<file path="src/common/camera_pkg.sv">
package camera_pkg;

    // stored camera pixel, rgb565 with red in the top bits
    typedef logic [15:0] pixel565_t;

    // one 8-bit colour, luma or chroma channel
    typedef logic [7:0] chan_t;

    // full-resolution camera coordinates
    typedef logic [10:0] hcount_t;
    typedef logic [9:0] vcount_t;

    // linear frame-buffer address, covers 320x180
    typedef logic [16:0] fb_addr_t;

    // luma weights
    localparam logic signed [8:0] Y_R = 9'sd66;
    localparam logic signed [8:0] Y_G = 9'sd129;
    localparam logic signed [8:0] Y_B = 9'sd25;

    // red-difference chroma weights
    localparam logic signed [8:0] CR_R = 9'sd112;
    localparam logic signed [8:0] CR_G = -9'sd94;
    localparam logic signed [8:0] CR_B = -9'sd18;

    // blue-difference chroma weights
    localparam logic signed [8:0] CB_R = -9'sd38;
    localparam logic signed [8:0] CB_G = -9'sd74;
    localparam logic signed [8:0] CB_B = 9'sd112;

    // offsets added after the rounding shift
    localparam int Y_OFS = 16;
    localparam int C_OFS = 128;

endpackage

</file>
<file path="src/frame_buffer/fb_write_router.sv">
module fb_write_router #(
    parameter int FB_W  = 320,
    parameter int FB_H  = 180,
    parameter int DS    = 4,
    parameter int BANKS = 4,
    localparam int BANK_DEPTH = (FB_W * FB_H + BANKS - 1) / BANKS,
    localparam int AW = $clog2(BANK_DEPTH)
) (
    input  logic                  clk_camera,
    input  logic                  sys_rst_camera,
    input  logic                  px_valid,
    input  camera_pkg::pixel565_t px_data,
    input  camera_pkg::hcount_t   px_hcount,
    input  camera_pkg::vcount_t   px_vcount,
    input  logic                  frame_start,
    input  logic                  pattern_enable,
    output logic [BANKS-1:0]      wr_en,
    output logic [AW-1:0]         wr_addr,
    output camera_pkg::pixel565_t wr_data
);

    localparam int DS_SH = $clog2(DS);

    camera_pkg::hcount_t col;
    camera_pkg::vcount_t row;
    camera_pkg::fb_addr_t lin_addr;
    camera_pkg::vcount_t pattern_row;
    camera_pkg::pixel565_t pat_pixel;
    logic keep;

    // downsampled coordinates
    assign col = px_hcount >> DS_SH;
    assign row = px_vcount >> DS_SH;
    assign lin_addr = camera_pkg::fb_addr_t'(row * FB_W + col);

    // only grid points that land inside the buffer are stored
    assign keep = px_valid && (px_hcount % DS == 0) && (px_vcount % DS == 0)
                  && (col < FB_W) && (row < FB_H);

    // white above the moving row, black below
    assign pat_pixel = (row < pattern_row) ? 16'hFFFF : 16'h0000;

    always_ff @(posedge clk_camera) begin
        if (sys_rst_camera) begin
            wr_en <= '0;
            pattern_row <= '0;
        end else begin
            wr_en <= '0;
            // bank is the address modulo the bank count
            if (keep) begin
                wr_en[lin_addr % BANKS] <= 1'b1;
            end
            if (frame_start) begin
                pattern_row <= (pattern_row == FB_H - 1) ? '0 : pattern_row + 1'b1;
            end
        end
    end

    always_ff @(posedge clk_camera) begin
        if (keep) begin
            wr_addr <= AW'(lin_addr / BANKS);
            wr_data <= pattern_enable ? pat_pixel : px_data;
        end
    end

endmodule

</file>
<file path="config.mk">
export PLATFORM = sky130hd
export DESIGN_NAME = fb_write_router
export DESIGN_NICKNAME = d
export VERILOG_FILES = /design/src/common/camera_pkg.sv /design/src/frame_buffer/fb_write_router.sv
export SDC_FILE = /design/constraint.sdc
export NUM_CORES = 1
export LEC_CHECK = 0
export ABC_AREA = 0
export BUFFER_PORTS_ARGS = -buffer_cell sky130_fd_sc_hd__buf_2
export CELL_PAD_IN_SITES_DETAIL_PLACEMENT = 0
export CELL_PAD_IN_SITES_GLOBAL_PLACEMENT = 1
export CORE_ASPECT_RATIO = 0.7
export CORE_MARGIN = 2
export CORE_UTILIZATION = 42
export DETAILED_ROUTE_END_ITERATION = 12
export HOLD_SLACK_MARGIN = 0.08
export PLACE_DENSITY_LB_ADDON = 0.1
export RECOVER_POWER = 50
export SLEW_MARGIN = 20
export SYNTH_ARGS = -nofsm -noshare
export SYNTH_HDL_FRONTEND = slang
export SYNTH_SLANG_ARGS = --single-unit
</file>
<file path="constraint.sdc">
create_clock -name clk_camera -period 5.5 [get_ports clk_camera]
set_clock_uncertainty 0.1 [all_clocks]
set_input_delay 0.55 -clock clk_camera [delete_from_list [all_inputs] [get_ports clk_camera]]
set_output_delay 0.55 -clock clk_camera [all_outputs]
set_load 0.005 [all_outputs]
</file>
# Word level (Yosys, flattened, before mapping)
# Cells that the tools add are included.
[op_classes]
addsub = 2
multipliers = 1
magnitude_cmp = 5
n_eq_ne = 1
mux = 5
bitwise_logic = 1
reduce_logical = 8
[op_table]
columns = ["operator", "n"]
rows = [
  ["logical NOT 32 bit", 2],
  ["two-way mux 16 bit", 2],
  ["adder 16 x 9 -> 16 bit", 1],
  ["adder 10 x 1 -> 10 bit (second input constant)", 1],
  ["== test 10 x 8 -> 1 bit (second input constant)", 1],
  ["< comparator 8 x 10 -> 1 bit", 1],
  ["multiplier 8 x 3 -> 10 bit (second input constant)", 1],
  ["two-way mux 10 bit", 1],
  ["< comparator 9 bit (second input constant)", 1],
  ["< comparator 8 bit (second input constant)", 1],
  ["logical AND 1 bit", 5],
  ["< comparator 2 x 3 -> 1 bit (second input constant)", 1],
  ["demux 1 bit (select 2 bit)", 1],
  ["greater-or-equal comparator 2 x 1 -> 1 bit (second input constant)", 1],
  ["OR reduction 2 bit", 1],
  ["two-way mux 1 bit", 1],
  ["NOT 1 bit", 1],
]
[totals]
register_bits = 44
elab_cells = 27

# Depth between registers and ports, before layout
# Gate-level depths: netlist (run 1).
[depth]
depth_word = 7
ltp_mapped = 8
depth_no_buf = 8

# Worst setup path before layout (run 1)
# Ideal clock, no wire load.
[synth_path]
path_type = "input to register"
startpoint = "input port px_vcount[3]"
endpoint = "register wr_addr[13], data pin"
arrival_ns = 2.253
t_required_ns = 5.140
slack_ns = 2.887
stages = 7
path_buffers = 0
cell_sequence = "ha_1 -> ha_1 -> fa_1 -> xor2_1 -> nor3b_1 -> nand4_2 -> xnor2_1"
[synth_between]
elab_chain_cells = 2
[synth_lines]
columns = ["element", "line_no", "rtl"]
rows = [
  ["from (decl)", "fb_write_router.sv:14", "input camera_pkg::vcount_t px_vcount,"],
  ["multiplier 8 x 3 -> 10 bit", "fb_write_router.sv:34", "assign lin_addr = camera_pkg::fb_addr_t'(row * FB_W + col);"],
  ["adder 16 x 9 -> 16 bit", "fb_write_router.sv:34", ""],
  ["named net lin_addr[15]", "fb_write_router.sv:26", "camera_pkg::fb_addr_t lin_addr;"],
  ["to (signal assigned)", "fb_write_router.sv:61", "wr_addr <= AW'(lin_addr / BANKS);"],
  ["to (decl)", "fb_write_router.sv:18", "output logic [AW-1:0] wr_addr,"],
]
# The timed path passes the listed nets, and every way through them passes these cells.
# A chain may end at the register's enable or synchronous reset.

# Worst setup path in the final report (run 1)
# Ends and elaborated chain as after synthesis.

==> results of run 1 <==
-- metrics by stage --
step | power, mW | setup WS (ns) | instances
6_report | 0.6887 | 2.873 | 361
5_1_grt | 0.7276 | 2.799 | 361
4_1_cts | 0.6929 | 2.896 | 361
3_5_place_dp | 0.5040 | 2.587 | 354
3_3_place_gp | 0.5046 | 2.613 | 354
2_1_floorplan | 0.4638 | 2.887 | 212
-- synth_stat cells --
| cell | instances |
|---|---|
| nor4_1 | 3 |
| nor4bb_1 | 1 |
| edfxtp_1 | 30 |
| a221oi_1 | 1 |
| o211a_1 | 1 |
| nand4_2 | 1 |
| ha_1 | 23 |
| clkbuf_1 | 2 |
| nand2b_1 | 2 |
| xor2_1 | 2 |
| nor3_1 | 2 |
| nand4_1 | 2 |
| nor3b_2 | 1 |
| nor2b_1 | 2 |
| nor2_1 | 33 |
| fa_1 | 2 |
| mux2i_1 | 1 |
| dfxtp_1 | 14 |
| o2111ai_1 | 1 |
| nor3b_1 | 2 |
| o21a_2 | 1 |
| o31ai_2 | 1 |
| o21bai_1 | 1 |
| xor2_2 | 1 |
| nand2_1 | 5 |
| xnor2_1 | 17 |
| a211oi_1 | 2 |
| nand3b_2 | 1 |
| a2111oi_2 | 1 |
| a21oi_1 | 20 |
| nor4b_1 | 2 |
| inv_1 | 14 |
| buf_2 | 3 |
| o21ai_0 | 5 |
| nand3_1 | 6 |
| a21o_1 | 3 |
| a211o_1 | 1 |
| nor4_2 | 1 |
| a41o_1 | 1 |
-- cell families after synthesis --
family / Yosys count
buffers and inverters: 19
XOR/XNOR: 20
AO/OA/AOI/OAI: 39
flip-flops: 44
adder cells (fa/ha/maj): 25
AND/OR/NAND/NOR: 64
multiplexers: 1
-- registers in the layout (all words and copies together) (netlist names) --
signal and count:
wr_data 16, wr_addr 14, pattern_row 10, wr_en 4
-- power by group --
part	switching, mW	leakage [nW]	internal (mW)	total (mW)
Clock	0.105	0.0362	0.0856	0.191
Combinational	0.0726	0.742	0.0599	0.133
Sequential	0.00244	0.384	0.363	0.366
-- layer usage --
layer,vias up,part of all wire
li1,907,-
met3,3,0.072
met4,0,0.0034
met1,788,0.54
met5,-,0
met2,53,0.38
-- layout by cell type (no fill, tap or decap), types with 3 or more instances in the layout --
cell type / count
ha_1: 23
clkbuf_1: 18
buf_2: 56
xnor2_1: 17
a21oi_1: 20
nor4_1: 3
inv_1: 13
nand3_1: 6
a21o_1: 3
dfxtp_1: 14
clkbuf_8: 5
nand2_1: 5
edfxtp_1: 30
o21ai_0: 5
nor2_1: 33
-- worst max-delay path by stage --
stage	start	endpoint	slack, ns	cells past startpoint
finish	px_vcount[3]	wr_addr[13]$_DFFE_PP_	2.87	8
global route	px_vcount[3]	wr_addr[13]$_DFFE_PP_	2.80	8
CTS	px_vcount[3]	wr_addr[13]$_DFFE_PP_	2.90	8
detailed placement	px_vcount[3]	wr_addr[13]$_DFFE_PP_	2.59	8
global placement	px_vcount[3]	wr_addr[13]$_DFFE_PP_	2.61	8
floorplan	px_vcount[3]	wr_addr[13]$_DFFE_PP_	2.89	7
-- layout make-up --
class	instances	area, um2
clock inverter	2	12.51
timing repair buffer	75	351.6
multi-input combinational	149	1112
inverter	14	52.55
sequential	44	1181
clock buffer	5	68.82
tap	72	90.09
fill	511	2471
==> results.sh, run 1 <==
export IMPL_via_count=1751
export IMPL_finalHoldViolCount=0
export IMPL_endpoint_kind="flop"
export IMPL_routed_wl_um=4734
export IMPL_use_met3=0.04412
export IMPL_peakVddDrop_mv=0.1088
export IMPL_status="complete, no violations"
export IMPL_path_buf_inv=1
export IMPL_crit_chain="buf_2 > ha_1 > ha_1 > fa_1 > xor2_1 > nor3b_1 > nand4_2 > xnor2_1"
export IMPL_insertedDiodeCount=0
export IMPL_slew_violations=0
export IMPL_drc=0
export IMPL_crit_path_start_kind="primary input"
export IMPL_grtUsageTotal=0.1597
export IMPL_crit_path_max_incr_delay_ns=0.42
export IMPL_ctsHoldBuffers=0
export IMPL_yosys_mux_area_fraction=0.004242
export IMPL_dieArea_um2=6244
export IMPL_postCtsSetupBuffers=0
export IMPL_layout_nets=356
export IMPL_setup_viol=0
export IMPL_clock_sink_count=44
export IMPL_synth_distinct_cells=39
export IMPL_core_um2=5340
export IMPL_crit_top_cell="ha_1"
export IMPL_synthAdderAreaFrac=0.1389
export IMPL_ctsResizeCount=0
export IMPL_cts_tree="done"
export IMPL_criticalPathCategory="in2reg"
export IMPL_min_path_cells=1
export IMPL_fin_crit_sh=0.4777
export IMPL_utilization=0.5373
export IMPL_antenna_found_initial=0
export IMPL_cts_max_path_buffers=2
export IMPL_cp_slowest_cell="nor3b_1"
export IMPL_worst_pin_slew_ns=0.9309
export IMPL_ys_warn_count=0
export IMPL_rsz0062_at_grt="no"
export IMPL_die_h_um=66.72
export IMPL_synth_cells=212
export IMPL_drive_above_1_share=0.2491
export IMPL_critPathArrivalTime_ns=2.58
export IMPL_hold_class="in2reg"
export IMPL_grt_max_degree=31
export IMPL_min_to="wr_addr[0]$_DFFE_PP_"
export IMPL_synth_top_area_share=0.3818
export IMPL_reg2reg_depth=5
export IMPL_crit_family="adder cells"
export IMPL_cts_root_buf="clkbuf_8"
export IMPL_yosysTopAreaCell="edfxtp_1"
export IMPL_ys_seq_elements=44
export IMPL_insertion_delay_ns=0.29
export IMPL_area_growth_pct=21.58
export IMPL_place_congestion=0.7540
export IMPL_grt_pass1_vias=1577
export IMPL_powerDensity_nw_per_um2=240.0
export IMPL_hold_slack_ns=0.3279
export IMPL_ioPinCount=76
export IMPL_syn_cell_area_um2=2360
export IMPL_synth_area_top_cells="edfxtp_1, ha_1, dfxtp_1"
export IMPL_period_needed_ns=2.627
export IMPL_drv_cap=0
export IMPL_wl_per_cell_um=13.11
export IMPL_overflow=0
export IMPL_reg2reg_slack_ns=3.44
export IMPL_chipWidth_um=93.59
export IMPL_cts_buffers=5
export IMPL_crit_fanout=4
export IMPL_hp_start="px_hcount[4]"
export IMPL_portBuffers=75
export IMPL_fmax_mhz=380.6
export IMPL_rows=22
export IMPL_r2r_end="wr_data[7]$_DFFE_PP_"
export IMPL_placed_area_um2=2803
export IMPL_met2_usage=0.2167
export IMPL_synth_top_family_by_area="simple AND/OR/NAND/NOR gates"
export IMPL_met1_usage=0.2416
export IMPL_stdcell_area_um2=2869
export IMPL_drtIter0Drc=56
export IMPL_top_usage_layer="met1"
export IMPL_first_pass_iters=4
export IMPL_synth_compound_area_frac=0.1071
export IMPL_synthXorXnorAreaFrac=0.07741
export IMPL_dp_hpwl_um=3625
export IMPL_crit_required_ns=5.45
export IMPL_cts_max_level=2
export IMPL_syn_avg_cell_area_um2=11.13
export IMPL_relSlewSlack=0.3767
export IMPL_clkTransAtPathRegs_ns=0.08
export IMPL_antenna_left=0
export IMPL_viasPerCell=4.850
export IMPL_grt_pass1_wl_um=7610
export IMPL_power_leakage_nw=1.161
export IMPL_synthSimpleGateAreaFrac=0.1400
export IMPL_fin_setup_tns_ns=0
export IMPL_synth_net_count=279
export IMPL_yosysSeqAreaShare=0.5005
export IMPL_start_util=0.4419
export IMPL_r2r_start="pattern_row[7]$_SDFFE_PP0P_"
(Power assumes the default switching activity.)
==> inputs of run 2 (changes only) <==
--- a/config.mk
+++ b/config.mk
@@ -11,7 +11,7 @@
 export CELL_PAD_IN_SITES_GLOBAL_PLACEMENT = 1
 export CORE_ASPECT_RATIO = 0.7
 export CORE_MARGIN = 2
-export CORE_UTILIZATION = 42
+export CORE_UTILIZATION = 39
 export DETAILED_ROUTE_END_ITERATION = 12
 export HOLD_SLACK_MARGIN = 0.08
 export PLACE_DENSITY_LB_ADDON = 0.1
==> constraint.sdc (replaced) <==
create_clock -name clk_camera -period 2.7 [get_ports clk_camera]
set_clock_uncertainty 0.1 [all_clocks]
set_input_delay 0.27 -clock clk_camera [delete_from_list [all_inputs] [get_ports clk_camera]]
set_output_delay 0.27 -clock clk_camera [all_outputs]
set_load 0.005 [all_outputs]
==> run 2 against run 1 <==
  * First-iteration DRC count down 11%
  * Utilization down 2.7 points
  * Final area up 2.8%
  * Combinational power up 110%
  * Via count up 1.0%
  * Highest routed layer unchanged
==> results.sh, run 2 (synthesized netlist as in run 1, its figures left out) <==
export IMPL_area_growth_pct=24.97
export IMPL_crit_fanout=4
export IMPL_cts_root_buf="clkbuf_8"
export IMPL_hold_slack_ns=0.1331
export IMPL_rsz0062_at_grt="no"
export IMPL_clock_sink_count=44
export IMPL_final_common_cell="buf_2"
export IMPL_crit_chain="clkbuf_1 > ha_1 > ha_1 > fa_1 > xor2_1 > nor3b_1 > nand4_2 > xnor2_1"
export IMPL_finalHoldViolCount=0
export IMPL_fin_crit_sh=0.8731
export IMPL_routed_wl_um=4955
export IMPL_first_pass_iters=4
export IMPL_setup_slack_ns=0.3427
export IMPL_hold_class="in2reg"
export IMPL_via_count=1769
export IMPL_die_h_um=69.08
export IMPL_status="complete, no violations"
export IMPL_peakVddDrop_mv=0.1919
export IMPL_chipWidth_um=96.97
export IMPL_top_regs="wr_data: 16 flops, wr_addr: 14 flops, pattern_row: 10 flops"
export IMPL_wl_per_cell_um=13.32
export IMPL_dieArea_um2=6699
export IMPL_viasPerCell=4.755
export IMPL_grt_max_degree=31
export IMPL_placedCellCount=359
export IMPL_cts_tree="done"
export IMPL_dp_hpwl_um=3809
export IMPL_criticalPathCategory="in2reg"
export IMPL_drive_above_1_share=0.2492
export IMPL_start_util=0.4080
export IMPL_portBuffers=75
export IMPL_slew_violations=0
export IMPL_postCtsSetupBuffers=0
export IMPL_fin_setup_tns_ns=0
export IMPL_period_needed_ns=2.357
export IMPL_clkTransAtPathRegs_ns=0.08
export IMPL_antenna_left=0
export IMPL_cts_max_level=2
export IMPL_largest_reg_flops=16
export IMPL_fmax_mhz=424.2
export IMPL_setup_viol=0
export IMPL_grt_pass1_vias=1713
export IMPL_stdcell_count=372
export IMPL_grt_pass1_wl_um=8224
export IMPL_drtIter0Drc=50
export IMPL_ctsHoldBuffers=6
export IMPL_layout_nets=364
export IMPL_insertion_delay_ns=0.28
export IMPL_rows=23
export IMPL_place_ws_ns=0.07701
export IMPL_cts_max_path_buffers=2
export IMPL_insertedDiodeCount=0
export IMPL_relSlewSlack=0.5256
export IMPL_ioPinCount=76
export IMPL_worst_pin_slew_ns=0.7115
export IMPL_crit_required_ns=2.64
export IMPL_grtUsageTotal=0.1513
export IMPL_place_congestion=0.7480
export IMPL_p_total_mw=1.407
export IMPL_crit_path_max_incr_delay_ns=0.40
export IMPL_antenna_found_initial=0
export IMPL_crit_top_cell="ha_1"
export IMPL_drv_cap=0
export IMPL_powerDensity_nw_per_um2=477.3
export IMPL_crit_path_start_kind="primary input"
export IMPL_drc=0
export IMPL_endpoint_kind="flop"
export IMPL_overflow=0
export IMPL_core_um2=5784
export IMPL_largest_register="wr_data"
export IMPL_final_cell_mix="buf_2, nor2_1, edfxtp_1"
export IMPL_critPathArrivalTime_ns=2.29
export IMPL_cts_buffers=5
export IMPL_power_leakage_nw=1.204
export IMPL_cp_slowest_cell="fa_1"
export IMPL_ctsResizeCount=0
-- run 2: cell count changes in the layout (fill, tap and decap cells not counted), sizes merged --
cell	before	now
dlygate4sd3	0	6
buf	57	60
clkbuf	23	22
-- run 2: critical path: cells and delay by family --
| family | cells | cell delay (ns) |
|---|---|---|
| xor gates and xnor gates | 2 | 0.40 |
| adders and majority gates | 3 | 0.90 |
| and+or+nand+nor | 2 | 0.55 |
| buffers and inverters | 1 | 0.18 |
-- run 2: cell type report --
cell class                      instances  area (um2)
Clock buffer                            5       68.82
Clock inverter                          2       12.51
Fill cell                             573        2835
Inverter                               14       52.55
Multi-Input combinational cell        149        1112
Sequential cell                        44        1181
Tap cell                               75       93.84
Timing Repair Buffer                   83       427.9
-- run 2: final timing paths --
| kind | to | start | slack [ns] | cells after the start |
|---|---|---|---|---|
| worst max register to register | wr_data[11]$_DFFE_PP_ | pattern_row[7]$_SDFFE_PP0P_ | 0.62 | 5 |
| worst min register to register | pattern_row[6]$_SDFFE_PP0P_ | pattern_row[6]$_SDFFE_PP0P_ | 0.43 | 2 |
| worst max-delay path | wr_addr[13]$_DFFE_PP_ | px_vcount[3] | 0.34 | 8 |
| worst min-delay path | pattern_row[1]$_SDFFE_PP0P_ | sys_rst_camera | 0.13 | 2 |
-- run 2: stage by stage --
step                      area [um2]  utilization
after floorplan                 2360            -
after global placement          2821       0.4878
after detailed placement        2830       0.4893
after CTS                       2972       0.5137
after global routing            2949       0.5098
final                           2949       0.5098
-- run 2: power by group --
group          internal (mW)  leakage [nW]  total (mW)  switching, mW
Combinational          0.128         0.784       0.273          0.145
Sequential             0.740         0.384       0.745        0.00491
Clock                  0.175        0.0362       0.390          0.215
Total                   1.04          1.20        1.41          0.365
-- run 2: per-layer routing --
layer / part of all wire / vias to the layer above / global-route usage
met3: 0.063 / 4 / 0.04462
met4: 0.0077 / 0 / 0.04225
met5: 0 / - / 0
met2: 0.42 / 52 / 0.2238
li1: - / 927 / -
met1: 0.51 / 786 / 0.2164
==> inputs of run 3 (changes only) <==
--- a/config.mk
+++ b/config.mk
@@ -10,11 +10,10 @@
 export CELL_PAD_IN_SITES_DETAIL_PLACEMENT = 0
 export CELL_PAD_IN_SITES_GLOBAL_PLACEMENT = 1
 export CORE_ASPECT_RATIO = 0.7
-export CORE_MARGIN = 2
+export CORE_MARGIN = 1
 export CORE_UTILIZATION = 39
 export DETAILED_ROUTE_END_ITERATION = 12
-export HOLD_SLACK_MARGIN = 0.08
-export PLACE_DENSITY_LB_ADDON = 0.1
+export PLACE_DENSITY = 0.84
 export RECOVER_POWER = 50
 export SLEW_MARGIN = 20
 export SYNTH_ARGS = -nofsm -noshare
==> run 3 against run 2 <==
  * Register-to-register slack hardly changed
  * Count of clock-buffer cells in the layout unchanged
  * Non-clock buffer count shrank 5
  * Power rose by 8.6%
  * Worst hold slack got worse by 0.098 ns
  * Critical path type unchanged
  * Largest power group unchanged
  * Highest routed layer unchanged
==> results.sh, run 3 (synthesized netlist as in run 1, its figures left out) <==
export IMPL_via_count=1811
export IMPL_final_cell_mix="buf_2, nor2_1, edfxtp_1"
export IMPL_rsz0062_at_grt="no"
export IMPL_endpoint_kind="flop"
export IMPL_multi_input_area_um2=1112
export IMPL_crit_required_ns=2.66
export IMPL_crit_path_start_kind="primary input"
export IMPL_fin_setup_tns_ns=0
export IMPL_ctsResizeCount=0
export IMPL_clkTransAtPathRegs_ns=0.10
export IMPL_chipWidth_um=94.97
export IMPL_period_needed_ns=2.272
export IMPL_hold_class="in2reg"
export IMPL_dieArea_um2=6371
export IMPL_antenna_found_initial=0
export IMPL_crit_family="adder cells"
export IMPL_ctsHoldBuffers=0
export IMPL_drive_above_1_share=0.2321
export IMPL_setup_viol=0
export IMPL_r2r_start="pattern_row[1]$_SDFFE_PP0P_"
export IMPL_die_h_um=67.08
export IMPL_cts_tree="done"
export IMPL_hp_start="px_hcount[7]"
export IMPL_routed_wl_um=4696
export IMPL_grt_pass1_wl_um=7238
export IMPL_rows=23
export IMPL_fmax_mhz=440.0
export IMPL_final_common_cell="buf_2"
export IMPL_finalHoldViolCount=0
export IMPL_place_congestion=0.7860
export IMPL_min_path_cells=1
export IMPL_worst_pin_slew_ns=0.7201
export IMPL_min_to="wr_addr[3]$_DFFE_PP_"
export IMPL_grt_pass1_vias=1548
export IMPL_wl_per_cell_um=12.76
export IMPL_grt_max_degree=31
export IMPL_hold_slack_ns=0.03508
export IMPL_clock_sink_count=44
export IMPL_path_buf_inv=1
export IMPL_cts_buffers=5
export IMPL_cp_slowest_cell="fa_1"
export IMPL_reg2reg_slack_ns=0.61
export IMPL_cts_max_path_buffers=2
export IMPL_criticalPathCategory="in2reg"
export IMPL_crit_top_cell="ha_1"
export IMPL_p_total_mw=1.529
export IMPL_seqCellArea_um2=1181
export IMPL_nFillCells=551
export IMPL_insertedDiodeCount=0
export IMPL_insertion_delay_ns=0.30
export IMPL_reg2reg_depth=6
export IMPL_overflow=0
export IMPL_largest_register="wr_data"
export IMPL_status="complete, no violations"
export IMPL_r2r_end="wr_data[2]$_DFFE_PP_"
export IMPL_dp_hpwl_um=3611
export IMPL_layout_nets=359
export IMPL_power_leakage_nw=1.179
export IMPL_postCtsSetupBuffers=0
export IMPL_area_growth_pct=23.75
export IMPL_start_util=0.4080
export IMPL_ioPinCount=76
export IMPL_cts_root_buf="clkbuf_8"
export IMPL_drc=0
export IMPL_crit_fanout=4
export IMPL_crit_path_max_incr_delay_ns=0.40
export IMPL_antenna_left=0
export IMPL_fin_crit_sh=0.8417
export IMPL_top_regs="wr_data: 16 flops, wr_addr: 14 flops, pattern_row: 10 flops"
export IMPL_peakVddDrop_mv=0.2149
export IMPL_cts_max_level=2
export IMPL_portBuffers=75
export IMPL_core_um2=5784
export IMPL_first_pass_iters=4
export IMPL_relSlewSlack=0.5199
export IMPL_slew_violations=0
export IMPL_powerDensity_nw_per_um2=523.5
export IMPL_drtIter0Drc=84
export IMPL_largest_reg_flops=16
export IMPL_drv_cap=0
export IMPL_viasPerCell=4.921
export IMPL_crit_chain="buf_2 > ha_1 > ha_1 > fa_1 > a211oi_1 > nor2_1 > xor2_2 > nand4_2 > xnor2_1"
export IMPL_grtUsageTotal=0.1517
export IMPL_critPathArrivalTime_ns=2.23
## run 3: cell types whose count changed in the layout (fill, tap and decap cells not counted), sizes merged
cell         before  now
clkbuf           22   31
buf              60   52
dlygate4sd3       6    0
bufinv            0    1
clkinvlp          2    1
inv              14   15
## run 3: cell type report
cell class,instances,share of cell area
Tap cell,75,0.03213
Multi-Input combinational cell,149,0.3809
Sequential cell,44,0.4045
Inverter,14,0.01799
Timing Repair Buffer,78,0.1251
Clock inverter,3,0.01585
Clock buffer,5,0.02356
## run 3: where the power goes
part           internal [mW]  switching, mW  total (mW)
Sequential             0.740        0.00504       0.745
Combinational          0.124          0.141       0.265
Clock                  0.279          0.240       0.519
Total                   1.14          0.386        1.53
## run 3: how the worst max path moves through the flow
stage | from | to | slack [ns] | cells after the start
6_report | px_vcount[3] | wr_addr[13]$_DFFE_PP_ | 0.43 | 9
5_1_grt | px_vcount[3] | wr_addr[13]$_DFFE_PP_ | 0.32 | 9
4_1_cts | pattern_row[1]$_SDFFE_PP0P_ | wr_data[7]$_DFFE_PP_ | 0.29 | 6
3_5_place_dp | px_vcount[3] | wr_addr[13]$_DFFE_PP_ | 0.1 | 9
3_3_place_gp | px_vcount[3] | wr_addr[13]$_DFFE_PP_ | 0.15 | 9
2_1_floorplan | px_vcount[3] | wr_addr[13]$_DFFE_PP_ | 0.37 | 7
## run 3: through the flow
step	cell area [um2]	cells	util	setup WS, ns
floorplan	2360	212	-	0.3667
global placement	2829	360	0.4891	0.1540
detailed placement	2829	360	0.4891	0.09849
CTS	2944	368	0.5090	0.2939
global route	2920	368	0.5049	0.3242
finish	2920	368	0.5049	0.4275
## run 3: per-layer routing
layer	part of all wire	vias to the layer above	routed length (um)	global-route usage
met5	0	-	0	0
met4	0.0066	0	31	0.03977
met3	0.071	5	332	0.04452
met2	0.43	52	2021	0.2293
met1	0.49	834	2310	0.2103
li1	-	920	-	-
